File: config.mk
export PLATFORM = sky130hd
export DESIGN_NAME = hazard_unit
export DESIGN_NICKNAME = d
export VERILOG_FILES = /design/src/rv_isa_pkg.sv /design/src/pipe_pkg.sv /design/src/hazard_unit.sv
export SDC_FILE = /design/constraint.sdc
export NUM_CORES = 1
export LEC_CHECK = 0
export BUFFER_PORTS_ARGS = -buffer_cell sky130_fd_sc_hd__buf_4
export CELL_PAD_IN_SITES_DETAIL_PLACEMENT = 1
export CELL_PAD_IN_SITES_GLOBAL_PLACEMENT = 1
export CORE_AREA = 2 2 143 145
export DETAILED_ROUTE_END_ITERATION = 7
export DIE_AREA = 0 0 145 147
export GPL_ROUTABILITY_DRIVEN = 1
export PLACE_DENSITY = 0.95
export SLEW_MARGIN = 15
export SYNTH_ARGS = -nofsm -noshare
export SYNTH_HDL_FRONTEND = slang
export SYNTH_SLANG_ARGS = --single-unit
export TNS_END_PERCENT = 10
File: constraint.sdc
create_clock -name vclk -period 5.3
set_input_delay 1.59 -clock vclk [all_inputs]
set_output_delay 1.59 -clock vclk [all_outputs]
set_load 0.02 [all_outputs]
File: src/rv_isa_pkg.sv
package rv_isa_pkg;

    // Data path and address width.
    localparam int XLEN = 64;

    // Register address width, fixed by the ISA.
    localparam int REG_AW = 5;

    // Major opcodes of the supported subset.
    typedef enum logic [6:0] {
        OPC_OP     = 7'b0110011,
        OPC_OP_IMM = 7'b0010011,
        OPC_LOAD   = 7'b0000011,
        OPC_STORE  = 7'b0100011,
        OPC_BRANCH = 7'b1100011,
        OPC_JAL    = 7'b1101111
    } opcode_e;

    // ALU operations. ADD is zero so a bubble maps onto it.
    typedef enum logic [3:0] {
        ALU_ADD = 4'd0,
        ALU_SUB = 4'd1,
        ALU_AND = 4'd2,
        ALU_OR  = 4'd3,
        ALU_XOR = 4'd4,
        ALU_SLT = 4'd5,
        ALU_SLL = 4'd6,
        ALU_SRL = 4'd7
    } alu_op_e;

    // Source of the value written back to rd.
    typedef enum logic [1:0] {
        RES_ALU = 2'd0,
        RES_MEM = 2'd1,
        RES_PC4 = 2'd2
    } result_src_e;

    // Function codes used by the decoder.
    localparam logic [6:0] FUNC7_BASE = 7'b0000000;
    localparam logic [6:0] FUNC7_ALT  = 7'b0100000;
    localparam logic [2:0] FUNC3_DW   = 3'b011;

endpackage

File: src/pipe_pkg.sv
package pipe_pkg;

    // Control fields produced by the decoder. All zero is a bubble.
    typedef struct packed {
        rv_isa_pkg::alu_op_e     alu_op;
        rv_isa_pkg::result_src_e result_src;
        logic                    alu_src;
        logic                    reg_we;
        logic                    mem_we;
        logic                    mem_access;
        logic                    branch;
        logic                    jump;
        logic                    branch_ne;
        logic                    load_instr;
    } ctrl_t;

    // One decoded instruction travelling from decode to execute.
    typedef struct packed {
        ctrl_t                           ctrl;
        logic [rv_isa_pkg::XLEN-1:0]     pc;
        logic [rv_isa_pkg::XLEN-1:0]     pc_plus4;
        logic [rv_isa_pkg::XLEN-1:0]     imm_ext;
        logic [rv_isa_pkg::XLEN-1:0]     rs1_data;
        logic [rv_isa_pkg::XLEN-1:0]     rs2_data;
        logic [rv_isa_pkg::REG_AW-1:0]   rs1_addr;
        logic [rv_isa_pkg::REG_AW-1:0]   rs2_addr;
        logic [rv_isa_pkg::REG_AW-1:0]   rd_addr;
        logic [2:0]                      func3;
    } id_ex_t;

    // Register file write request from the later stages.
    typedef struct packed {
        logic                            we;
        logic [rv_isa_pkg::REG_AW-1:0]   addr;
        logic [rv_isa_pkg::XLEN-1:0]     data;
    } wb_t;

    // What execute hands on to the memory stage.
    typedef struct packed {
        logic                            reg_we;
        logic [rv_isa_pkg::REG_AW-1:0]   rd_addr;
        logic [rv_isa_pkg::XLEN-1:0]     result;
        logic                            mem_we;
        logic                            mem_access;
        logic                            load_instr;
        logic [rv_isa_pkg::XLEN-1:0]     store_data;
    } ex_out_t;

endpackage

File: src/hazard_unit.sv
module hazard_unit (
    input  logic [rv_isa_pkg::REG_AW-1:0] i_rs1_addr,
    input  logic [rv_isa_pkg::REG_AW-1:0] i_rs2_addr,
    input  pipe_pkg::id_ex_t              i_ex_stage,
    input  logic                          i_branch_taken,
    output logic                          o_stall_fetch,
    output logic                          o_stall_exec,
    output logic                          o_flush_exec
);

    logic load_use;

    // A load in execute whose target is read by the instruction in decode.
    assign load_use = i_ex_stage.ctrl.load_instr &&
                      (i_ex_stage.rd_addr != '0) &&
                      ((i_ex_stage.rd_addr == i_rs1_addr) ||
                       (i_ex_stage.rd_addr == i_rs2_addr));

    // On a redirect the decode instruction is discarded, so holding fetch
    // would only replay a dead instruction.
    assign o_stall_fetch = load_use && !i_branch_taken;
    assign o_flush_exec  = load_use || i_branch_taken;

    // Nothing downstream can push back yet.
    assign o_stall_exec = 1'b0;

endmodule

# [After elaboration in Yosys (flattened, before gate mapping)]
# Index checks and enable logic that the tools add are counted.
# W data, S select, Z words.
[totals] reg_bits=0 input_bits=363 output_inout_bits=3 wordCells=9
[op_classes] eq_ne=2 reduce_logical=7
[ops] operator="$eq A5 B5 Y1" n=2
[ops] operator="$reduce_bool A5 Y1" n=1
[ops] operator="$logic_and A1 B1 Y1" n=3
[ops] operator="$logic_or A1 B1 Y1" n=2
[ops] operator="$logic_not A1 Y1" n=1

# [Logic depth before layout (Yosys ltp)]
[logic_depth] depth_word=4 depth_mapped=4 ltp_nobuf=4

# [Worst setup path after synthesis]
# No wires, ideal clock.
[synth_path] kind="input-to-output" start="input port i_ex_stage[6] (netlist bit)" end="output port o_stall_fetch" arrival_time_ps=2479 required_ps=3710 setup_slack_ps=1231 path_stages=4 path_buffers=0 cell_sequence="xor2_1 -> nor3_1 -> a22oi_1 -> nor3_1"
[synth_via] elab_chain_len=4 elab_cells_between_ends=7 classes_between="2 x eq/ne; 5 x reduce/logical"
[synth_rtl] element="from (decl)" line="hazard_unit.sv:4" text="input pipe_pkg::id_ex_t i_ex_stage,"
[synth_rtl] element="$eq A5 B5 Y1 (tied with other cells)" line="hazard_unit.sv:16" text="((i_ex_stage.rd_addr == i_rs1_addr) ||"
[synth_rtl] element="$logic_or A1 B1 Y1 or $logic_and A1 B1 Y1 (tied branches)" line="hazard_unit.sv:16, hazard_unit.sv:14"
[synth_rtl] element="$logic_and A1 B1 Y1 *" line="hazard_unit.sv:15" text="(i_ex_stage.rd_addr != '0) &&"
[synth_rtl] element="$logic_and A1 B1 Y1 *" line="hazard_unit.sv:21" text="assign o_stall_fetch = load_use && !i_branch_taken;"
[synth_rtl] element="to (decl)" line="hazard_unit.sv:6" text="output logic o_stall_fetch,"
# Mark *: on every way between the ends. The rest lies on a longest branch, timed or not.

# [Worst setup path in the final report]
[layout_path] start="input port i_ex_stage[4] (netlist bit)" end="output port o_flush_exec"
[layout_via] elab_chain_len=4 elab_cells_between_ends=7 classes_between="2 x eq/ne; 5 x reduce/logical"
[layout_rtl] element="$eq A5 B5 Y1 (tied with other cells)" line="hazard_unit.sv:16"
[layout_rtl] element="$logic_or A1 B1 Y1 or $logic_and A1 B1 Y1 (tied branches)" line="hazard_unit.sv:16, hazard_unit.sv:14"
[layout_rtl] element="$logic_and A1 B1 Y1 *" line="hazard_unit.sv:15"
[layout_rtl] element="$logic_or A1 B1 Y1 *" line="hazard_unit.sv:22" text="assign o_flush_exec = load_use || i_branch_taken;"
[layout_rtl] element="to (decl)" line="hazard_unit.sv:8" text="output logic o_flush_exec"
# Marks and branches as above.

==> impl_metrics.yaml <==
die:
  top_level_ports: 366
  floorplan.initialDensity_pct: 0.769
  coreArea_mm2: 0.0198
  die_y_um: 147
  num_rows: 52
  floorplan.die.width_um: 145
  die_area_mm2: 0.0213
worst_setup_path:
  critPathMaxFanout: 3
  crit_path_start_kind: "input pin"
  path_class: "input pin to output pin"
  setup.worst_path.end: "o_flush_exec"
  critical_path_start: "i_ex_stage[4]"
  worst-endpoint-arrival_ns: 2.73
  timing.critical_path.required_ns: 3.71
  crit_end_category: "output pin"
cells_and_area:
  post_route_cells_drive_above_1_share_pct: 51.3
  finalNetCount: 404
  seq_area_um2: 0
  multi_input_comb_area_um2: 145
  n_sequential_cell: 0
  final.clkbuf_count: 0
  area_growth_pct: 310
  num_antenna_cells: 0
  final.fill_count: 2380
synthesis:
  synth.yosys.seq_area_share_pct: 0
  syn-cell-area_um2: 153
  synth_area_leaders: "xor2_1 (57%), nor3_1 (9.8%), o21ai_2 (5.7%)"
  synthesis.area_per_instance_um2: 7.27
  yosys.area.top_type_share_pct: 57.4
  yosys_cell_types: 9
  mappedNetlistNets: 384
  synth.largest_area_cell: "xor2_1"
  synthesis.yosys.warnings: 0
  netlist_instances: 21
routing:
  total_drc_errors_in_the_routed_layout: 0
  antenna_violating_nets_post_route: 0
  number_of_vias_in_the_routed_layout: 203
  wire_per_inst_um: 3.75
  route.final.wire_length_um: 1160
  drt_first_iter_violations: 0
  route.detailed.vias_per_inst: 0.657
  drt_first_pass_iters: 1
status:
  result_of_the_run: "completed"
timing:
  timing_max_transition_violations_final: 0
  setup_viol: 0
  fin_crit_sh_pct: 81.5
  max_clock_freq_ghz: 0.231
  tns_ns: 0
  report.final.hold_viol_count: 0
  grt_setup_unrepaired: "no"
  min_period_ns: 4.32
  worst_hold_slack_ns: 3.46
grt:
  grt-ovfl-total: 0
  grt_max_degree: 4
  grt_use_total_pct: 1.09
  antenna_violations_before_repair: 0
  first_pass_grt_wire_length_um: 1600
  vias_in_the_first_global_route: 235
cts:
  holdBufCountCts: 0
  post_cts_resized: 0
  cts.repair_timing.setup_buffer_count: 0
power_and_ir_drop:
  max-vdd-ir-drop_mv: 0.0145
  power_density_mw_per_mm2: 37.7
  power.leakage_nw: 0.150
placed_design:
  finalWeightedCongestion: 0.551
  dp_hpwl_um: 1140
  port_buffers: 19
worst_hold_path:
  min-delay-path-class: "input pin to output pin"
job:
  max-cap-violations: 0
stage by stage:
stage | instances | util, % | cell area (um2) | total power [mW] | setup slack [ns]
2_1_floorplan | 21 | - | 153 | 0.00947 | 1.23
4_1_cts | 309 | 3.15 | 626 | 0.0245 | 0.962
3_5_place_dp | 309 | 3.15 | 626 | 0.0244 | 0.962
3_3_place_gp | 309 | 3.15 | 626 | 0.0239 | 0.959
6_report | 309 | 3.15 | 626 | 0.0236 | 0.980
5_1_grt | 309 | 3.15 | 626 | 0.0269 | 0.921
synthesized netlist by cell type:
cell / n
xor2_1: 10
a22oi_1: 1
buf_4: 1
o21ai_2: 1
o21bai_1: 1
conb_1: 1
nor3_1: 3
nor2_1: 2
or4_1: 1
worst max-delay path, stage by stage:
cell	delay, ns
buf_4	0.12
or4_1	0.53
o21ai_2	0.21
o21bai_1	0.10
buf_4	0.17
kinds of logic after synthesis:
family	synth area share, %
simple gates	19.7
compound gates	15.6
xor+xnor	57.4
other cells	2.46
buf+inv	4.92
worst min-delay path by stage:
stage	start	end	slack [ns]	cells past startpoint
after floorplan	i_branch_taken	o_stall_fetch	3.27	1
after global placement	i_branch_taken	o_stall_fetch	3.46	3
after detailed placement	i_branch_taken	o_stall_fetch	3.47	3
after CTS	i_branch_taken	o_stall_fetch	3.47	3
after global routing	i_branch_taken	o_stall_fetch	3.48	3
final	i_branch_taken	o_stall_fetch	3.46	3
metal layers:
| layer | vias to the layer above | global-route usage [%] | share of wire [%] |
|---|---|---|---|
| met3 | 0 | 0.124 | 5.7 |
| met5 | - | 0 | 0 |
| li1 | 106 | - | - |
| met1 | 84 | 1.48 | 47 |
| met2 | 13 | 1.98 | 48 |
| met4 | 0 | 0 | 0 |
power breakdown:
| group | leakage (nW) | switching (mW) | internal (mW) | total (mW) |
|---|---|---|---|---|
| clock | 0 | 0 | 0 | 0 |
| combinational | 0.150 | 0.0102 | 0.0134 | 0.0236 |
| sequential | 0 | 0 | 0 | 0 |
cells in the final DEF (no fill, tap or decap), drive strengths merged:
| cell | synthesis | routed |
|---|---|---|
| buf | 1 | 19 |
| o21ai | 1 | 1 |
| a22oi | 1 | 1 |
| nor3 | 3 | 3 |
| conb | 1 | 1 |
| nor2 | 2 | 2 |
| or4 | 1 | 1 |
| o21bai | 1 | 1 |
| xor2 | 10 | 10 |
layout make-up:
cell class | instances | area share (%)
Tap cell | 270 | 54.0
Timing Repair Buffer | 19 | 22.8
Multi-Input combinational cell | 20 | 23.2
Note: power is estimated with default switching activity, not from simulation.
