## src/rv_isa_pkg.sv

```systemverilog
package rv_isa_pkg;

    // Data path and address width.
    localparam int XLEN = 64;

    // Register address width, fixed by the ISA.
    localparam int REG_AW = 5;

    // Major opcodes of the supported subset.
    typedef enum logic [6:0] {
        OPC_OP     = 7'b0110011,
        OPC_OP_IMM = 7'b0010011,
        OPC_LOAD   = 7'b0000011,
        OPC_STORE  = 7'b0100011,
        OPC_BRANCH = 7'b1100011,
        OPC_JAL    = 7'b1101111
    } opcode_e;

    // ALU operations. ADD is zero so a bubble maps onto it.
    typedef enum logic [3:0] {
        ALU_ADD = 4'd0,
        ALU_SUB = 4'd1,
        ALU_AND = 4'd2,
        ALU_OR  = 4'd3,
        ALU_XOR = 4'd4,
        ALU_SLT = 4'd5,
        ALU_SLL = 4'd6,
        ALU_SRL = 4'd7
    } alu_op_e;

    // Source of the value written back to rd.
    typedef enum logic [1:0] {
        RES_ALU = 2'd0,
        RES_MEM = 2'd1,
        RES_PC4 = 2'd2
    } result_src_e;

    // Function codes used by the decoder.
    localparam logic [6:0] FUNC7_BASE = 7'b0000000;
    localparam logic [6:0] FUNC7_ALT  = 7'b0100000;
    localparam logic [2:0] FUNC3_DW   = 3'b011;

endpackage

```

## src/pipe_pkg.sv

```systemverilog
package pipe_pkg;

    // Control fields produced by the decoder. All zero is a bubble.
    typedef struct packed {
        rv_isa_pkg::alu_op_e     alu_op;
        rv_isa_pkg::result_src_e result_src;
        logic                    alu_src;
        logic                    reg_we;
        logic                    mem_we;
        logic                    mem_access;
        logic                    branch;
        logic                    jump;
        logic                    branch_ne;
        logic                    load_instr;
    } ctrl_t;

    // One decoded instruction travelling from decode to execute.
    typedef struct packed {
        ctrl_t                           ctrl;
        logic [rv_isa_pkg::XLEN-1:0]     pc;
        logic [rv_isa_pkg::XLEN-1:0]     pc_plus4;
        logic [rv_isa_pkg::XLEN-1:0]     imm_ext;
        logic [rv_isa_pkg::XLEN-1:0]     rs1_data;
        logic [rv_isa_pkg::XLEN-1:0]     rs2_data;
        logic [rv_isa_pkg::REG_AW-1:0]   rs1_addr;
        logic [rv_isa_pkg::REG_AW-1:0]   rs2_addr;
        logic [rv_isa_pkg::REG_AW-1:0]   rd_addr;
        logic [2:0]                      func3;
    } id_ex_t;

    // Register file write request from the later stages.
    typedef struct packed {
        logic                            we;
        logic [rv_isa_pkg::REG_AW-1:0]   addr;
        logic [rv_isa_pkg::XLEN-1:0]     data;
    } wb_t;

    // What execute hands on to the memory stage.
    typedef struct packed {
        logic                            reg_we;
        logic [rv_isa_pkg::REG_AW-1:0]   rd_addr;
        logic [rv_isa_pkg::XLEN-1:0]     result;
        logic                            mem_we;
        logic                            mem_access;
        logic                            load_instr;
        logic [rv_isa_pkg::XLEN-1:0]     store_data;
    } ex_out_t;

endpackage

```

## src/reg_file.sv

```systemverilog
module reg_file (
    input  logic                            i_clk,
    input  logic                            i_arst,
    input  logic [rv_isa_pkg::REG_AW-1:0]   i_rs1_addr,
    input  logic [rv_isa_pkg::REG_AW-1:0]   i_rs2_addr,
    input  pipe_pkg::wb_t                   i_wb,
    output logic [rv_isa_pkg::XLEN-1:0]     o_rs1_data,
    output logic [rv_isa_pkg::XLEN-1:0]     o_rs2_data
);

    localparam int NREGS = 2 ** rv_isa_pkg::REG_AW;

    logic [rv_isa_pkg::XLEN-1:0] regs [NREGS];

    always_ff @(posedge i_clk, posedge i_arst) begin
        if (i_arst) begin
            for (int i = 0; i < NREGS; i++) begin
                regs[i] <= '0;
            end
        end else if (i_wb.we && i_wb.addr != '0) begin
            regs[i_wb.addr] <= i_wb.data;
        end
    end

    // Reads see a write to the same register in the same cycle.
    always_comb begin
        if (i_rs1_addr == '0) begin
            o_rs1_data = '0;
        end else if (i_wb.we && i_wb.addr == i_rs1_addr) begin
            o_rs1_data = i_wb.data;
        end else begin
            o_rs1_data = regs[i_rs1_addr];
        end
    end

    always_comb begin
        if (i_rs2_addr == '0) begin
            o_rs2_data = '0;
        end else if (i_wb.we && i_wb.addr == i_rs2_addr) begin
            o_rs2_data = i_wb.data;
        end else begin
            o_rs2_data = regs[i_rs2_addr];
        end
    end

endmodule

```

## config.mk

```make
export PLATFORM = sky130hd
export DESIGN_NAME = reg_file
export DESIGN_NICKNAME = d
export VERILOG_FILES = /design/src/rv_isa_pkg.sv /design/src/pipe_pkg.sv /design/src/reg_file.sv
export SDC_FILE = /design/constraint.sdc
export NUM_CORES = 2
export LEC_CHECK = 0
export BUFFER_PORTS_ARGS = -buffer_cell sky130_fd_sc_hd__buf_4
export CAP_MARGIN = 10
export CORE_ASPECT_RATIO = 0.9
export CORE_MARGIN = 5
export CORE_UTILIZATION = 31
export DETAILED_ROUTE_END_ITERATION = 12
export SYNTH_ARGS = -nofsm -noshare
export SYNTH_HDL_FRONTEND = slang
export SYNTH_SLANG_ARGS = --single-unit
```

## constraint.sdc

```tcl
create_clock -name i_clk -period 70.4 [get_ports i_clk]
set_input_delay 7.04 -clock i_clk [delete_from_list [all_inputs] [get_ports i_clk]]
set_output_delay 7.04 -clock i_clk [all_outputs]
set_load 0.1 [all_outputs]
```

Word level (Yosys, flattened, before mapping)

Index checks and enable logic that the tools add are counted.

Memories kept: 0
Register bits: 2048
Memory bits (writable): 0
Bits in latches: 0
Bits of input ports: 82
Logic and storage cells: 61
Output and inout port bits: 128
Bits in read-only memories: 0

Reduce and logical (&&, ||, !) cells: 7
Mux-type cells: 13
Equal/unequal tests: 2
$lt $le $gt $ge: 4
Bitwise operators: 3
Multipliers: 0
Div/mod/pow operators: 0
Add/subtract/negate cells: 0
Shifts and indexed selects: 0

Operator list:

| kind                                                                 | number |
|---|---|
| 2048-bit bitwise mux                                                 | 1 |
| 64-bit binary-select mux with 5-bit select                           | 2 |
| 64-bit two-way mux                                                   | 9 |
| 64-bit demux with 5-bit select                                       | 1 |
| 6-bit greater-or-equal comparator, second input constant             | 3 |
| 5-bit NOT with 6-bit output                                          | 3 |
| 5-bit equality test                                                  | 2 |
| 5-bit logical NOT                                                    | 2 |
| 6-bit by 1-bit < comparator with 1-bit output, second input constant | 1 |
| 5-bit nonzero test                                                   | 1 |
| 1-bit logical AND                                                    | 4 |

Longest topological paths before layout

Word-level depth: 6
Depth in mapped cells: 10
Mapped depth without buffers: 6

Worst setup path before layout

OpenSTA, ideal clock, no wires.

Path type: input to output
From: input port i_rs2_addr[0] in the netlist's numbering
To: output port o_rs2_data[2] in the netlist's numbering
Setup slack: 52947 ps
Buffers on the path: 4
Required time: 63360 ps
Cell stages on the path: 7
Data arrival time: 10413 ps
Path through: buf_2 buf_6 buf_2 buf_4 mux4_2 o22ai_1 o311ai_1

Word-level cells in the longest chain between the ends: 6
Elaborated cells on any way between the ends: 9
Those cells by class: eq/ne (1); mux (5); bitwise (1); reduce/logical (2)

Ends and longest elaborated chain:

| element                                               | RTL line       | source |
|---|---|---|
| start: declaration                                    | reg_file.sv:5  | `input logic [rv_isa_pkg::REG_AW-1:0] i_rs2_addr,` |
| 5-bit NOT with 6-bit output (not written as such)     | reg_file.sv:42 | `o_rs2_data = regs[i_rs2_addr];` |
| 64-bit binary-select mux with 5-bit select            | reg_file.sv:42 |  |
| 64-bit two-way mux (not written as such) (2 in a row) | reg_file.sv:42 |  |
| 64-bit two-way mux                                    | reg_file.sv:39 | `end else if (i_wb.we && i_wb.addr == i_rs2_addr) begin` |
| 64-bit two-way mux *                                  | reg_file.sv:37 | `if (i_rs2_addr == '0) begin` |
| end: declaration                                      | reg_file.sv:8  | `output logic [rv_isa_pkg::XLEN-1:0] o_rs2_data` |

Every way passes the cells marked *; elsewhere a longest branch is shown, timed or not. The select of a mux whose other input is x is not followed.

Worst setup path after layout

From: input port i_rs2_addr[4] in the netlist's numbering
To: output port o_rs2_data[23] in the netlist's numbering

Same word-level chain as after synthesis.

==> impl_metrics.ini <==
[global_routing]
antenna_found_initial = 36
grt_pass1_wl_mm = 564
grt_max_degree = 194
grt_pass1_vias = 73200
overflow = 0
track_usage = 0.215

[route]
route.detailed.drc = 0
drt_iter0_markers = 7755
drt-pass1-iter-count = 5
num_vias = 70200
avgRoutedWirePerCell_um = 34.0
routed_wl_mm = 395
antenna_left = 0
via_per_inst = 6.04

[critical_path]
crit_buf_inv = 5
cp.arrival_ns = 11.75
worstSetupPathType = primary input to primary output
cp.required_ns = 63.36
crit_slowest_cell = buf_4
setup.worst_path.start_class = primary input
cp_cell_sequence = buf_4, buf_4, xor2_1, nor4_2, nand3_2, buf_4, nor2_4, buf_4, a211o_1, buf_4
endpoint_kind = primary output
cp_top_family = buffers and inverters
cp_max_fo = 38
critical_path.max_stage_delay_ns = 0.91
crit_top_cell = buf_4

[yosys]
yosys_warnings = 0
ys_top_cells_by_area = dfrtp_1, mux4_2, mux2_2, clkbuf_1, a22oi_1
synth-compound-area-share = 0.0460
synthSimpleGateAreaFrac = 0.0122
yosysMostFrequentCell = dfrtp_1
synth_nets = 7074
synth-seq-cells = 2048
synth_edf_count = 0
synth-seq-area-share = 0.475
synth_common_cells = dfrtp_1, mux2_2, mux4_2, clkbuf_1, buf_2
ys_async_sr_fraction = 1.00
synth-xor-area-share = 0.000812
synth.largest_area_cell = dfrtp_1
syn_inst = 6992
synthDistinctLibCells = 61
yosysTopAreaCellShare = 0.475
synthesis.area_mm2 = 0.108
syn_area_per_cell_um2 = 15.4
synth_ff_type = dfrtp_1
synthMuxAreaShare = 0.432
synth_top_family_by_area = multiplexers
synth-adder-area-share = 0

[timing]
hold_violations = 0
max_freq_mhz = 53.2
maxSlewHeadroom = 0.135
setup_tns_ns = 0
fin_skew_ns = 0
rsz0062_at_grt = false
period_minus_slack_ns = 18.79
setup_violations = 0
min_period_over_period = 0.267
tightest_slew_ns = 1.29
holdWs_ns = 0.392
maxSlewViolCount = 0

[final_layout]
layout-drive-gt1-share = 0.528
largest_register_ffs = 2048
nNetsFinal = 6857
largestRegisters = regs: 2048 flops
synthToLayoutAreaGrowth_pct = 12.1
top_register = regs

[cts]
tritoncts = built
cts-hold-fix-buffers = 0
cts_buffer_depth = 4
root_buffer = clkbuf_16
cts_buffers = 228
clk_pin_slew_ns = 0.06
post_cts_resized = 0
cts.sinks = 2048
post_cts_buffers = 0
cts_max_level = 4
clk-insertion-delay-late_ns = 0.87

[placed_design]
portBuffers = 209
post-dp-hpwl_mm = 229
gp_congestion = 0.814

[power]
power_uw = 3610
power_density_mw_per_mm2 = 29.8
power.leakage_uw = 0.0511
ir_drop_mv = 0.0211

[floorplanning]
core_mm2 = 0.347
initial_core_util = 0.311
pin_count = 210
die-width_um = 632
row_count = 205
dieArea_mm2 = 0.360
die_y_um = 570

[outcome]
status = completed

[job]
cap_viol_max_count = 0

[hold_path]
min_path_type = flip-flop to flip-flop
path summary, 6_finish.rpt:
path / slack [ns] / end / from / cells after the start
min reg2reg: 0.39 / regs[1984] / regs[1984] / 0
min in group asynchronous: 6.28 / regs[588] / i_arst / 2
max: 51.61 / o_rs2_data[23] / i_rs2_addr[4] / 10
min: 0.39 / regs[1984] / regs[1984] / 0
max reg2reg: 69.57 / regs[760] / regs[760] / 1
max in group asynchronous: 59.27 / regs[1624] / i_arst / 7
per-layer routing:
metal	share of wire	global-route usage	up-vias
met5	0.00019	0	-
li1	-	-	26900
met1	0.40	0.290	38700
met4	0.051	0.0944	12
met2	0.46	0.335	3646
met3	0.082	0.0438	867
area by class of cell:
type	count	area [um2]
diodes	12	30.0
fillers	32700	226000
clock buffers	341	6690
clock inverters	63	798
flip-flops and latches	2048	51200
well taps	4657	5830
inverters	5	26.3
repair buffers	381	3030
multi-input cells	4111	53400
cell usage in the layout, fill, tap and decap left out, types with 31 or more instances in the layout:
cell | netlist | final
dfrtp_1 | 2048 | 2048
mux2_2 | 1851 | 1851
mux4_2 | 1028 | 1028
buf_4 | 36 | 364
clkbuf_16 | 0 | 229
a22oi_1 | 208 | 208
a21oi_1 | 147 | 147
mux2_1 | 134 | 134
o22ai_1 | 133 | 133
mux2i_1 | 113 | 113
a211oi_1 | 67 | 67
clkbuf_1 | 483 | 58
clkbuf_8 | 0 | 54
a22o_1 | 52 | 52
nand2_1 | 68 | 50
a211o_1 | 47 | 47
nor2_1 | 47 | 34
clkinv_2 | 0 | 32
nand3_1 | 34 | 31
power breakdown:
| part | internal, uW | switching, uW |
|---|---|---|
| Sequential | 1400 | 164 |
| Combinational | 422 | 406 |
| Clock | 708 | 507 |
| Total | 2530 | 1080 |
kinds of logic (layout without fill, tap and decap cells):
logic type / Yosys count / count (layout)
muxes: 3126 / 3126
DFF: 2048 / 2048
buffers and inverters: 833 / 790
AOI/OAI and AO/OA: 719 / 719
and+or+nand+nor: 256 / 256
xor gates and xnor gates: 10 / 10
other: 0 / 12
metrics by stage:
stage	instance area, um2	instances	util	worst slack [ns]
floorplan	108000	6992	-	5.51
global placement	113000	11200	0.327	51.23
detailed placement	113000	11200	0.327	51.58
CTS	121000	11600	0.349	51.57
global route	121000	11600	0.349	51.34
finish	121000	11600	0.349	51.61
No activity file was read; power rests on OpenSTA's default activity.
