`config.mk`:
```
export PLATFORM = sky130hd
export DESIGN_NAME = instr_decoder
export DESIGN_NICKNAME = d
export VERILOG_FILES = /design/src/rv_isa_pkg.sv /design/src/pipe_pkg.sv /design/src/instr_decoder.sv
export SDC_FILE = /design/constraint.sdc
export NUM_CORES = 1
export LEC_CHECK = 0
export BUFFER_PORTS_ARGS = -buffer_cell sky130_fd_sc_hd__buf_2
export CAP_MARGIN = 5
export CORE_MARGIN = 8
export CORE_UTILIZATION = 33
export DETAILED_ROUTE_END_ITERATION = 8
export PLACE_DENSITY_LB_ADDON = 0.05
export SLEW_MARGIN = 30
export SYNTH_ARGS = -nofsm -noshare
export SYNTH_HDL_FRONTEND = slang
export SYNTH_SLANG_ARGS = --single-unit
export TNS_END_PERCENT = 100
```
`constraint.sdc`:
```
create_clock -name vclk -period 2.7
set_input_delay 0.135 -clock vclk [all_inputs]
set_output_delay 0.135 -clock vclk [all_outputs]
set_load 0.01 [all_outputs]
```
`src/rv_isa_pkg.sv`:
```
package rv_isa_pkg;

    // Data path and address width.
    localparam int XLEN = 64;

    // Register address width, fixed by the ISA.
    localparam int REG_AW = 5;

    // Major opcodes of the supported subset.
    typedef enum logic [6:0] {
        OPC_OP     = 7'b0110011,
        OPC_OP_IMM = 7'b0010011,
        OPC_LOAD   = 7'b0000011,
        OPC_STORE  = 7'b0100011,
        OPC_BRANCH = 7'b1100011,
        OPC_JAL    = 7'b1101111
    } opcode_e;

    // ALU operations. ADD is zero so a bubble maps onto it.
    typedef enum logic [3:0] {
        ALU_ADD = 4'd0,
        ALU_SUB = 4'd1,
        ALU_AND = 4'd2,
        ALU_OR  = 4'd3,
        ALU_XOR = 4'd4,
        ALU_SLT = 4'd5,
        ALU_SLL = 4'd6,
        ALU_SRL = 4'd7
    } alu_op_e;

    // Source of the value written back to rd.
    typedef enum logic [1:0] {
        RES_ALU = 2'd0,
        RES_MEM = 2'd1,
        RES_PC4 = 2'd2
    } result_src_e;

    // Function codes used by the decoder.
    localparam logic [6:0] FUNC7_BASE = 7'b0000000;
    localparam logic [6:0] FUNC7_ALT  = 7'b0100000;
    localparam logic [2:0] FUNC3_DW   = 3'b011;

endpackage

```
`src/pipe_pkg.sv`:
```
package pipe_pkg;

    // Control fields produced by the decoder. All zero is a bubble.
    typedef struct packed {
        rv_isa_pkg::alu_op_e     alu_op;
        rv_isa_pkg::result_src_e result_src;
        logic                    alu_src;
        logic                    reg_we;
        logic                    mem_we;
        logic                    mem_access;
        logic                    branch;
        logic                    jump;
        logic                    branch_ne;
        logic                    load_instr;
    } ctrl_t;

    // One decoded instruction travelling from decode to execute.
    typedef struct packed {
        ctrl_t                           ctrl;
        logic [rv_isa_pkg::XLEN-1:0]     pc;
        logic [rv_isa_pkg::XLEN-1:0]     pc_plus4;
        logic [rv_isa_pkg::XLEN-1:0]     imm_ext;
        logic [rv_isa_pkg::XLEN-1:0]     rs1_data;
        logic [rv_isa_pkg::XLEN-1:0]     rs2_data;
        logic [rv_isa_pkg::REG_AW-1:0]   rs1_addr;
        logic [rv_isa_pkg::REG_AW-1:0]   rs2_addr;
        logic [rv_isa_pkg::REG_AW-1:0]   rd_addr;
        logic [2:0]                      func3;
    } id_ex_t;

    // Register file write request from the later stages.
    typedef struct packed {
        logic                            we;
        logic [rv_isa_pkg::REG_AW-1:0]   addr;
        logic [rv_isa_pkg::XLEN-1:0]     data;
    } wb_t;

    // What execute hands on to the memory stage.
    typedef struct packed {
        logic                            reg_we;
        logic [rv_isa_pkg::REG_AW-1:0]   rd_addr;
        logic [rv_isa_pkg::XLEN-1:0]     result;
        logic                            mem_we;
        logic                            mem_access;
        logic                            load_instr;
        logic [rv_isa_pkg::XLEN-1:0]     store_data;
    } ex_out_t;

endpackage

```
`src/instr_decoder.sv`:
```
module instr_decoder (
    input  logic [31:0]                   i_instr,
    output pipe_pkg::ctrl_t               o_ctrl,
    output logic [rv_isa_pkg::XLEN-1:0]   o_imm_ext
);

    localparam int XLEN = rv_isa_pkg::XLEN;

    logic [6:0] opcode;
    logic [2:0] func3;
    logic [6:0] func7;

    assign opcode = i_instr[6:0];
    assign func3  = i_instr[14:12];
    assign func7  = i_instr[31:25];

    always_comb begin
        o_ctrl = '0;
        case (rv_isa_pkg::opcode_e'(opcode))
            rv_isa_pkg::OPC_OP: begin
                // Only SUB uses the alternate func7; everything else needs zero.
                o_ctrl.reg_we = 1'b1;
                case (func3)
                    3'b000: begin
                        if (func7 == rv_isa_pkg::FUNC7_ALT) begin
                            o_ctrl.alu_op = rv_isa_pkg::ALU_SUB;
                        end else begin
                            o_ctrl.alu_op = rv_isa_pkg::ALU_ADD;
                        end
                    end
                    3'b111:  o_ctrl.alu_op = rv_isa_pkg::ALU_AND;
                    3'b110:  o_ctrl.alu_op = rv_isa_pkg::ALU_OR;
                    3'b100:  o_ctrl.alu_op = rv_isa_pkg::ALU_XOR;
                    3'b010:  o_ctrl.alu_op = rv_isa_pkg::ALU_SLT;
                    3'b001:  o_ctrl.alu_op = rv_isa_pkg::ALU_SLL;
                    default: o_ctrl.alu_op = rv_isa_pkg::ALU_SRL;
                endcase
                if (func7 != rv_isa_pkg::FUNC7_BASE &&
                    !(func7 == rv_isa_pkg::FUNC7_ALT && func3 == 3'b000)) begin
                    o_ctrl = '0;
                end
                if (func3 == 3'b011) begin
                    o_ctrl = '0;
                end
            end
            rv_isa_pkg::OPC_OP_IMM: begin
                o_ctrl.reg_we  = 1'b1;
                o_ctrl.alu_src = 1'b1;
                case (func3)
                    3'b000:  o_ctrl.alu_op = rv_isa_pkg::ALU_ADD;
                    3'b111:  o_ctrl.alu_op = rv_isa_pkg::ALU_AND;
                    3'b110:  o_ctrl.alu_op = rv_isa_pkg::ALU_OR;
                    default: o_ctrl = '0;
                endcase
            end
            rv_isa_pkg::OPC_LOAD: begin
                if (func3 == rv_isa_pkg::FUNC3_DW) begin
                    o_ctrl.reg_we     = 1'b1;
                    o_ctrl.alu_src    = 1'b1;
                    o_ctrl.mem_access = 1'b1;
                    o_ctrl.load_instr = 1'b1;
                    o_ctrl.result_src = rv_isa_pkg::RES_MEM;
                end
            end
            rv_isa_pkg::OPC_STORE: begin
                if (func3 == rv_isa_pkg::FUNC3_DW) begin
                    o_ctrl.alu_src    = 1'b1;
                    o_ctrl.mem_we     = 1'b1;
                    o_ctrl.mem_access = 1'b1;
                end
            end
            rv_isa_pkg::OPC_BRANCH: begin
                if (func3 == 3'b000 || func3 == 3'b001) begin
                    o_ctrl.branch    = 1'b1;
                    o_ctrl.branch_ne = func3[0];
                end
            end
            rv_isa_pkg::OPC_JAL: begin
                o_ctrl.reg_we     = 1'b1;
                o_ctrl.jump       = 1'b1;
                o_ctrl.result_src = rv_isa_pkg::RES_PC4;
            end
            default: o_ctrl = '0;
        endcase
    end

    // Immediate formats, all sign extended from bit 31.
    always_comb begin
        case (rv_isa_pkg::opcode_e'(opcode))
            rv_isa_pkg::OPC_OP_IMM,
            rv_isa_pkg::OPC_LOAD:   o_imm_ext = {{(XLEN-12){i_instr[31]}}, i_instr[31:20]};
            rv_isa_pkg::OPC_STORE:  o_imm_ext = {{(XLEN-12){i_instr[31]}}, i_instr[31:25],
                                                 i_instr[11:7]};
            rv_isa_pkg::OPC_BRANCH: o_imm_ext = {{(XLEN-13){i_instr[31]}}, i_instr[31],
                                                 i_instr[7], i_instr[30:25],
                                                 i_instr[11:8], 1'b0};
            rv_isa_pkg::OPC_JAL:    o_imm_ext = {{(XLEN-21){i_instr[31]}}, i_instr[31],
                                                 i_instr[19:12], i_instr[20],
                                                 i_instr[30:21], 1'b0};
            default:                o_imm_ext = '0;
        endcase
    end

endmodule

```
### After elaboration in Yosys (flattened, before gate mapping)

Cells that the tools add are included.

| cells by class | value |
|---|---|
| eq/ne operators | 13 |
| multiplexer cells | 22 |
| reduce and logical (&&, ||, !) cells | 8 |

Operators with widths:

| kind | number |
|---|---|
| $pmux W64 S4 | 1 |
| $mux W14 | 2 |
| $pmux W4 S6 | 1 |
| $eq A7 B6 Y1 const B | 3 |
| $pmux W1 S3 | 5 |
| $eq A7 B7 Y1 const B | 2 |
| $pmux W1 S4 | 3 |
| $eq A3 B3 Y1 const B | 3 |
| $mux W8 | 1 |
| $pmux W2 S4 | 1 |
| $pmux W4 S2 | 1 |
| $eq A7 B2 Y1 const B | 1 |
| $eq A7 B5 Y1 const B | 1 |
| $reduce_bool A7 Y1 | 1 |
| $eq A3 B2 Y1 const B | 2 |
| $mux W1 | 4 |
| $pmux W2 S2 | 1 |
| $eq A3 B1 Y1 const B | 1 |
| $logic_not A3 Y1 | 1 |
| $mux W3 | 1 |
| $reduce_or A3 Y1 | 1 |
| $logic_and A1 B1 Y1 | 2 |
| $mux W2 | 1 |
| $reduce_or A2 Y1 | 1 |
| 2 further kinds | 2 |

| word-level totals | value |
|---|---|
| flip-flop bits (word level) | 0 |
| input port bits | 32 |
| output and inout bits | 78 |
| logic and storage cells | 43 |

### Logic depth before layout (Yosys ltp)

Gate-level depths: netlist of run 1.

| depth | value |
|---|---|
| depth after elaboration | 7 |
| gate-level depth with buffers | 5 |

### Worst setup path before layout of run 1

OpenSTA, ideal clock, no wires.

| timing | value |
|---|---|
| path type | in2out |
| start | in i_instr[3] |
| end | out o_imm_ext[21] (netlist bit) |
| arrival | 2,168 ps |
| data required time | 2,565 ps |
| slack | 397 ps |
| stages on the path | 5 |
| path buffers | 1 |
| cell sequence | or2_2 > a211o_1 > a21oi_1 > and2_1 > buf_4 |

| on the way | value |
|---|---|
| word-level cells in the longest chain between the ends | 3 |
| elaborated cells between the ends (all ways) | 7 |

RTL lines:

| what | line | text |
|---|---|---|
| from (decl) | instr_decoder.sv:2 | `input logic [31:0] i_instr,` |
| $eq A7 B5 Y1 / $eq A7 B2 Y1 (equally long branches) | instr_decoder.sv:89 | `case (rv_isa_pkg::opcode_e'(opcode))` |
| $reduce_or A2 Y1 | instr_decoder.sv:89 |  |
| $pmux W64 S4 (*) | instr_decoder.sv:89 |  |
| to (decl) | instr_decoder.sv:4 | `output logic [rv_isa_pkg::XLEN-1:0] o_imm_ext` |

Every way passes the cells marked *; elsewhere a longest branch is shown, timed or not.

### Worst setup path in the final report of run 1

| timing | value |
|---|---|
| start | in i_instr[3] |
| end | out o_imm_ext[61] (netlist bit) |

Same word-level chain as after synthesis.

==> results_dict.tcl, run 1 <==
set metrics [dict create \
    grt_max_degree 45 \
    fp.dieW_um 65.6 \
    fill_cells 242 \
    syn-cell-area_um2 812 \
    track_usage 0.111 \
    drtPass1Iterations 4 \
    critical_path_required_ps 2570 \
    wire_per_inst_um 13.2 \
    cap_violations 0 \
    min_path_type "primary input to output pin" \
    finalSetupViolations 0 \
    io_buffers 109 \
    synth_cell_type_count 33 \
    total_leakage_power_nw 0.798 \
    power.density_mw_per_mm2 71.9 \
    min_from "i_instr[17]" \
    peakVddDrop_v 0.0000514 \
    routed_wl_um 2790 \
    hpwl_um 2520 \
    seq_cell_count 0 \
    die-area_mm2 0.00430 \
    detail_route.iter0.violations 12 \
    diodes 0 \
    holdPathEnd "o_imm_ext[17]" \
    postLayoutCoreUtil 0.440 \
    vias 978 \
    ios 110 \
    grt_pass1_wl_um 4170 \
    ff_latch_area_um2 0 \
    ctsResizeCount 0 \
    initial_core_util 0.337 \
    finalNetCount 215 \
    layout_common_cells "buf_2, a21o_1, and2_1" \
    critPathMaxFanout 44 \
    rows 18 \
    outcome "finished, final reports clean" \
    vias_per_cell 4.64 \
    period_needed_ps 2000 \
    postCtsSetupBuffers 0 \
    multi_input_area_um2 463 \
    synth-warning-count 0 \
    hold_depth 3 \
    grt_pass1_vias 916 \
    max_freq_ghz 0.501 \
    holdBufCountCts 0 \
    core_area_mm2 0.00241 \
    area_delta_synth_final_pct 30.7 \
    crit_arrival_ps 1860 \
    antenna_found_initial 0 \
    synth_seq_area_share 0 \
    endpoint_kind "output pin" \
    gp_congestion 0.743 \
    power_uw 76.3 \
    syn_inst 118 \
    die_h_um 65.6 \
    post-route-period-util 0.739 \
    avgSynthCellArea_um2 6.88 \
    slew_violations 0 \
    synth_nets 150 \
    start_kind "primary input" \
    tightest_slew_ps 648 \
    postRouteAntennaNets 0 \
    clockBufferCount 0 \
    grt-ovfl-total 0 \
    grt_setup_unrepaired "false" \
    holdWs_ps 553 \
    worstSetupPathType "primary input to output pin" \
    drc 0 \
    startpoint "i_instr[3]" \
    setup_tns_ps 0 \
    slew_headroom 0.567 \
    drive_gt1_frac 0.635 \
    layout_commonest_cell "buf_2" \
    finalHoldViolations 0 \
]
[cell families after synthesis]
group           Yosys count  share of synthesized area
other cells               1                    0.00462
compound gates           27                      0.254
buf+inv                  49                      0.430
simple gates             41                      0.311
[worst max path at each step]
| stage | endpoint | slack (ps) | cells past startpoint |
|---|---|---|---|
| floorplan | o_imm_ext[21] | 400 | 5 |
| global placement | o_imm_ext[27] | 750 | 7 |
| detailed placement | o_imm_ext[61] | 690 | 7 |
| CTS | o_imm_ext[61] | 680 | 7 |
| global route | o_imm_ext[48] | 500 | 7 |
| finish | o_imm_ext[61] | 700 | 7 |
[cells in the mapped netlist]
cell / count / share of area
nand2b_1: 3 / 0.023
or2_2: 1 / 0.0077
and2_1: 8 / 0.062
inv_1: 2 / 0.0092
nor3_2: 1 / 0.012
or3_1: 2 / 0.015
a211oi_1: 1 / 0.0092
nand2_1: 5 / 0.023
nor2b_1: 3 / 0.023
a311oi_2: 1 / 0.018
and3_1: 1 / 0.0077
or4b_1: 1 / 0.012
nand3b_1: 1 / 0.0092
o21a_1: 1 / 0.0092
conb_1: 1 / 0.0046
or4_4: 1 / 0.014
buf_4: 44 / 0.41
a21o_1: 8 / 0.074
a22o_1: 5 / 0.054
o21ai_0: 4 / 0.025
nor3_1: 3 / 0.018
o21bai_1: 1 / 0.0092
o221ai_1: 1 / 0.011
nor4b_1: 2 / 0.022
a211o_1: 2 / 0.022
nand4b_1: 1 / 0.011
or2_4: 1 / 0.011
nor2_1: 4 / 0.018
a32oi_1: 1 / 0.011
a21oi_1: 2 / 0.012
nand3_1: 1 / 0.0062
clkbuf_1: 3 / 0.014
nand4_1: 2 / 0.015
[metal layers]
layer / vias to the layer above / routed length (um) / GRT usage / part of all wire
met5: - / 0 / 0 / 0
met4: 0 / 0 / 0 / 0
met3: 0 / 324 / 0.0323 / 0.12
met2: 49 / 1530 / 0.234 / 0.55
met1: 434 / 940 / 0.107 / 0.34
li1: 495 / - / - / -
[critical path, stage by stage]
cell and delay, ps:
buf_2 110, or2_2 330, a211o_1 300, a21oi_1 340
and2_1 180, buf_4 270, buf_2 190
[per-stage QoR]
| step | instances | cell area [um2] | setup slack (ps) |
|---|---|---|---|
| floorplan | 118 | 812 | 397 |
| global placement | 211 | 1060 | 753 |
| detailed placement | 211 | 1060 | 685 |
| CTS | 211 | 1060 | 682 |
| global route | 211 | 1060 | 495 |
| finish | 211 | 1060 | 704 |
[final cells by class]
cell class	instances	area share
inverter	2	0.00708
multi-input combinational	69	0.436
tap	30	0.0354
timing repair buffer	110	0.521
[power by group]
part,internal [mW],total (mW),switching [mW],leakage (nW)
clock,0,0,0,0
combinational,0.0354,0.0763,0.0410,0.798
sequential,0,0,0,0
Power figures use the tool's default switching activity.
==> inputs of run 2 (changes only) <==
--- a/config.mk
+++ b/config.mk
@@ -5,10 +5,11 @@
 export SDC_FILE = /design/constraint.sdc
 export NUM_CORES = 1
 export LEC_CHECK = 0
+export ABC_AREA = 1
 export BUFFER_PORTS_ARGS = -buffer_cell sky130_fd_sc_hd__buf_2
 export CAP_MARGIN = 5
 export CORE_MARGIN = 8
-export CORE_UTILIZATION = 33
+export CORE_UTILIZATION = 34
 export DETAILED_ROUTE_END_ITERATION = 8
 export PLACE_DENSITY_LB_ADDON = 0.05
 export SLEW_MARGIN = 30
==> constraint.sdc (replaced) <==
create_clock -name vclk -period 2
set_input_delay 0.1 -clock vclk [all_inputs]
set_output_delay 0.1 -clock vclk [all_outputs]
set_load 0.01 [all_outputs]
==> results_dict.tcl, run 2 <==
set metrics [dict create \
    clockBufferCount 0 \
    synth_top_cells_by_area "buf_4, nand2_1, inv_1" \
    postCtsSetupBuffers 0 \
    grt_setup_unrepaired "false" \
    endpoint_kind "output pin" \
    crit_family "simple AND/OR/NAND/NOR gates" \
    peakVddDrop_v 0.0000502 \
    setup_tns_ps 0 \
    ff_latch_area_um2 0 \
    vias_per_cell 4.09 \
    avgSynthCellArea_um2 5.19 \
    grt-ovfl-total 0 \
    drive_gt1_frac 0.532 \
    grt_max_degree 45 \
    synth-warning-count 0 \
    critical_path_required_ps 1900 \
    drc 0 \
    ios 110 \
    start_kind "primary input" \
    pre_cts_ws_ps 427 \
    vias 1083 \
    die_h_um 66.9 \
    finalNonFillerCells 265 \
    power.density_mw_per_mm2 93.7 \
    crit_chain "buf_2 -> nor2_2 -> nand2_2 -> nor2_4 -> nand3b_2 -> nand2_1 -> inv_1 -> buf_4 -> buf_2" \
    cpPeakStageDelay_ps 260 \
    setup_slack_ps 443 \
    worstSetupPathType "primary input to output pin" \
    synthAdderAreaFrac 0 \
    outcome "finished, final reports clean" \
    post_dp_cell_area_mm2 0.00113 \
    die-area_mm2 0.00448 \
    slew_violations 0 \
    yosysTopAreaCell "buf_4" \
    synth.top_cell.area_share 0.383 \
    ctsResizeCount 0 \
    finalSetupViolations 0 \
    synthMuxAreaShare 0 \
    syn_inst 170 \
    holdBufCountCts 0 \
    fin_area_mm2 0.00113 \
    finalHoldViolations 0 \
    detail_route.iter0.violations 9 \
    drtPass1Iterations 4 \
    layout_commonest_cell "buf_2" \
    synth.most_common_cell "nand2_1" \
    period_needed_ps 1560 \
    total_leakage_power_nw 0.986 \
    holdWs_ps 478 \
    rows 18 \
    synth_nets 202 \
    yosys-top-cells-count "nand2_1, buf_4, inv_1" \
    grt_pass1_wl_um 4170 \
    gp_congestion 0.809 \
    diodes 0 \
    power_uw 106 \
    post-route-period-util 0.779 \
    hpwl_um 2610 \
    synth-xor-area-share 0 \
    initial_core_util 0.356 \
    wire_per_inst_um 10.8 \
    postLayoutCoreUtil 0.458 \
    grt_pass1_vias 993 \
    fill_cells 301 \
    routed_wl_um 2870 \
    postRouteAntennaNets 0 \
    worst-path-buf-inv 4 \
    dp.cells 265 \
    syn-cell-area_um2 882 \
    area_delta_synth_final_pct 28.7 \
    track_usage 0.108 \
    cp_slowest_cell "buf_4" \
    antenna_found_initial 0 \
    synth_cell_type_count 16 \
    max_freq_ghz 0.642 \
    crit_arrival_ps 1460 \
    fp.dieW_um 66.9 \
    core_area_mm2 0.00248 \
    yosys.area_share.simple 0.501 \
    finalNetCount 269 \
    layout_common_cells "buf_2, nand2_1, inv_1" \
    seq_cell_count 0 \
    critPathMaxFanout 44 \
    synth_seq_area_share 0 \
    cap_violations 0 \
    cp_common_cell "buf_2" \
    io_buffers 109 \
    synth_compound_area_frac 0.00567 \
    min_path_type "primary input to output pin" \
    synth_top_family_by_area "simple AND/OR/NAND/NOR gates" \
]
==> run 2: cells by family (layout without fill, tap and decap cells) <==
logic type / count (synthesis) / in the layout
other: 1 / 1
buffers and inverters: 70 / 135
AND/OR/NAND/NOR: 98 / 98
AO/OA/AOI/OAI: 1 / 1
==> run 2: worst paths after layout <==
path	start	endpoint	slack (ps)	cells after the start
min	i_instr[23]	o_imm_ext[3]	480	4
max	i_instr[3]	o_imm_ext[20]	440	9
==> run 2: where the power goes <==
| part | switching (mW) | internal (mW) |
|---|---|---|
| clock network | 0 | 0 |
| registers | 0 | 0 |
| logic | 0.0604 | 0.0458 |
| total | 0.0604 | 0.0458 |
==> run 2: area by class of cell <==
class / instances / area, um2 / share of cell area
well taps: 30 / 37.5 / 0.0331
repair buffers: 110 / 553 / 0.487
multi-input cells: 100 / 450 / 0.397
inverters: 25 / 93.8 / 0.0827
==> run 2: per-layer routing <==
layer  GRT usage  vias up  share of wire
met2       0.208       67           0.45
met4           0        0              0
met1       0.115      423           0.37
li1            -      593              -
met5           0        -              0
met3      0.0403        0           0.18
==> inputs of run 3 (changes only) <==
--- a/config.mk
+++ b/config.mk
@@ -5,11 +5,11 @@
 export SDC_FILE = /design/constraint.sdc
 export NUM_CORES = 1
 export LEC_CHECK = 0
-export ABC_AREA = 1
+export ABC_AREA = 0
 export BUFFER_PORTS_ARGS = -buffer_cell sky130_fd_sc_hd__buf_2
 export CAP_MARGIN = 5
 export CORE_MARGIN = 8
-export CORE_UTILIZATION = 34
+export CORE_UTILIZATION = 30
 export DETAILED_ROUTE_END_ITERATION = 8
 export PLACE_DENSITY_LB_ADDON = 0.05
 export SLEW_MARGIN = 30
==> constraint.sdc (replaced) <==
create_clock -name vclk -period 1.4
set_input_delay 0.07 -clock vclk [all_inputs]
set_output_delay 0.07 -clock vclk [all_outputs]
set_load 0.01 [all_outputs]
==> results_dict.tcl, run 3 (synthesized netlist as in run 1, its figures left out) <==
set metrics [dict create \
    outcome "finished, violations left" \
    violations "setup timing" \
    grt_setup_unrepaired "true" \
    worstSetupPathType "primary input to output pin" \
    io_buffers 109 \
    ios 110 \
    min_path_type "primary input to output pin" \
    initial_core_util 0.305 \
    endpoint_kind "output pin" \
    crit_chain "buf_6 -> or4_4 -> or2_4 -> a311oi_2 -> nand2b_1 -> buf_2" \
    critical_path_required_ps 1330 \
    antenna_found_initial 0 \
    gp_congestion 0.845 \
    swShare 0.461 \
    start_kind "primary input" \
    critPathMaxFanout 4 \
    seq_cell_count 0 \
    drc 0 \
    diodes 0 \
    layout_commonest_cell "buf_2" \
    detail_route.iter0.violations 26 \
    peakVddDrop_v 0.0000943 \
    clockBufferCount 0 \
    rows 19 \
    finalSetupViolations 56 \
    power.density_mw_per_mm2 142 \
    fp.dieW_um 68.0 \
    drive_gt1_frac 0.762 \
    ff_latch_area_um2 0 \
    vias 1123 \
    vias_per_cell 4.66 \
    drtPass1Iterations 4 \
    post_dp_cell_area_mm2 0.00119 \
    clock_power_share 0 \
    track_usage 0.123 \
    grt_pass1_wl_um 4770 \
    grt-ovfl-total 0 \
    fill_cells 242 \
    finalNetCount 244 \
    max_freq_ghz 0.641 \
    cap_violations 0 \
    worst-path-buf-inv 2 \
    post-route-period-util 1.11 \
    core_area_mm2 0.00266 \
    area_delta_synth_final_pct 102 \
    p_comb_frac 1.000 \
    die-area_mm2 0.00463 \
    slew_violations 0 \
    crit_arrival_ps 1490 \
    hpwl_um 2730 \
    seq_power_share 0 \
    layout_common_cells "buf_2, buf_6, buf_4" \
    grt_pass1_vias 1052 \
    wire_per_inst_um 15.8 \
    cpPeakStageDelay_ps 550 \
    finalHoldViolations 0 \
    crit_family "simple AND/OR/NAND/NOR gates" \
    power_uw 233 \
    holdBufCountCts 0 \
    holdWs_ps 419 \
    total_leakage_power_nw 0.986 \
    die_h_um 68.0 \
    setup_tns_ps -4950 \
    cp_slowest_cell "or4_4" \
    grt_max_degree 23 \
    setup_slack_ps -160 \
    fin_area_mm2 0.00164 \
    internal-power_uw 125 \
    postRouteAntennaNets 0 \
    period_needed_ps 1560 \
    switchingPower_uw 107 \
    routed_wl_um 3800 \
]
## run 3: layer usage
layer  part of all wire  wire length, um  global-route usage
met4             0.0055               21              0.0128
met1               0.36             1370               0.131
met5                  0                0                   0
met2               0.56             2120               0.257
met3              0.075              286              0.0115
## run 3: worst min-delay path, stage by stage
cell and delay (ps):
buf_2 70, a21o_1 90, buf_2 120
## run 3: through the flow
step                utilization  worst slack, ps  std cells
CTS                       0.498             -157        236
floorplan                     -            -64.3        118
global placement          0.447             -194        228
global route              0.616             -213        241
finish                    0.616             -160        241
detailed placement        0.447             -190        228
## run 3: cell type report
class / count / area (um2) / area share
Timing Repair Buffer: 133 / 996 / 0.608
Multi-Input combinational cell: 75 / 597 / 0.364
Tap cell: 31 / 38.8 / 0.0237
Inverter: 2 / 7.51 / 0.00458
## run 3: repair_timing
| item | 4_1_cts | 5_1_grt |
|---|---|---|
| setup endpoints to repair | 65 | 73 |
| resized for setup | 18 | 51 |
| gates cloned | 3 | 3 |
| pin swaps | 13 | 15 |
| setup buffers | 5 | 2 |
## run 3: worst paths after layout
path	cells after the start	slack, ps	endpoint	from
worst min-delay path	3	420	o_imm_ext[19]	i_instr[19]
worst max-delay path	6	-160	o_ctrl[7]	i_instr[5]
## run 3: power by group through the flow
| stage | Clock [mW] | Combinational [mW] | Sequential [mW] |
|---|---|---|---|
| finish | 0 | 0.233 | 0 |
| global route | 0 | 0.251 | 0 |
| global placement | 0 | 0.176 | 0 |
| floorplan | 0 | 0.0870 | 0 |
| CTS | 0 | 0.200 | 0 |
| detailed placement | 0 | 0.177 | 0 |
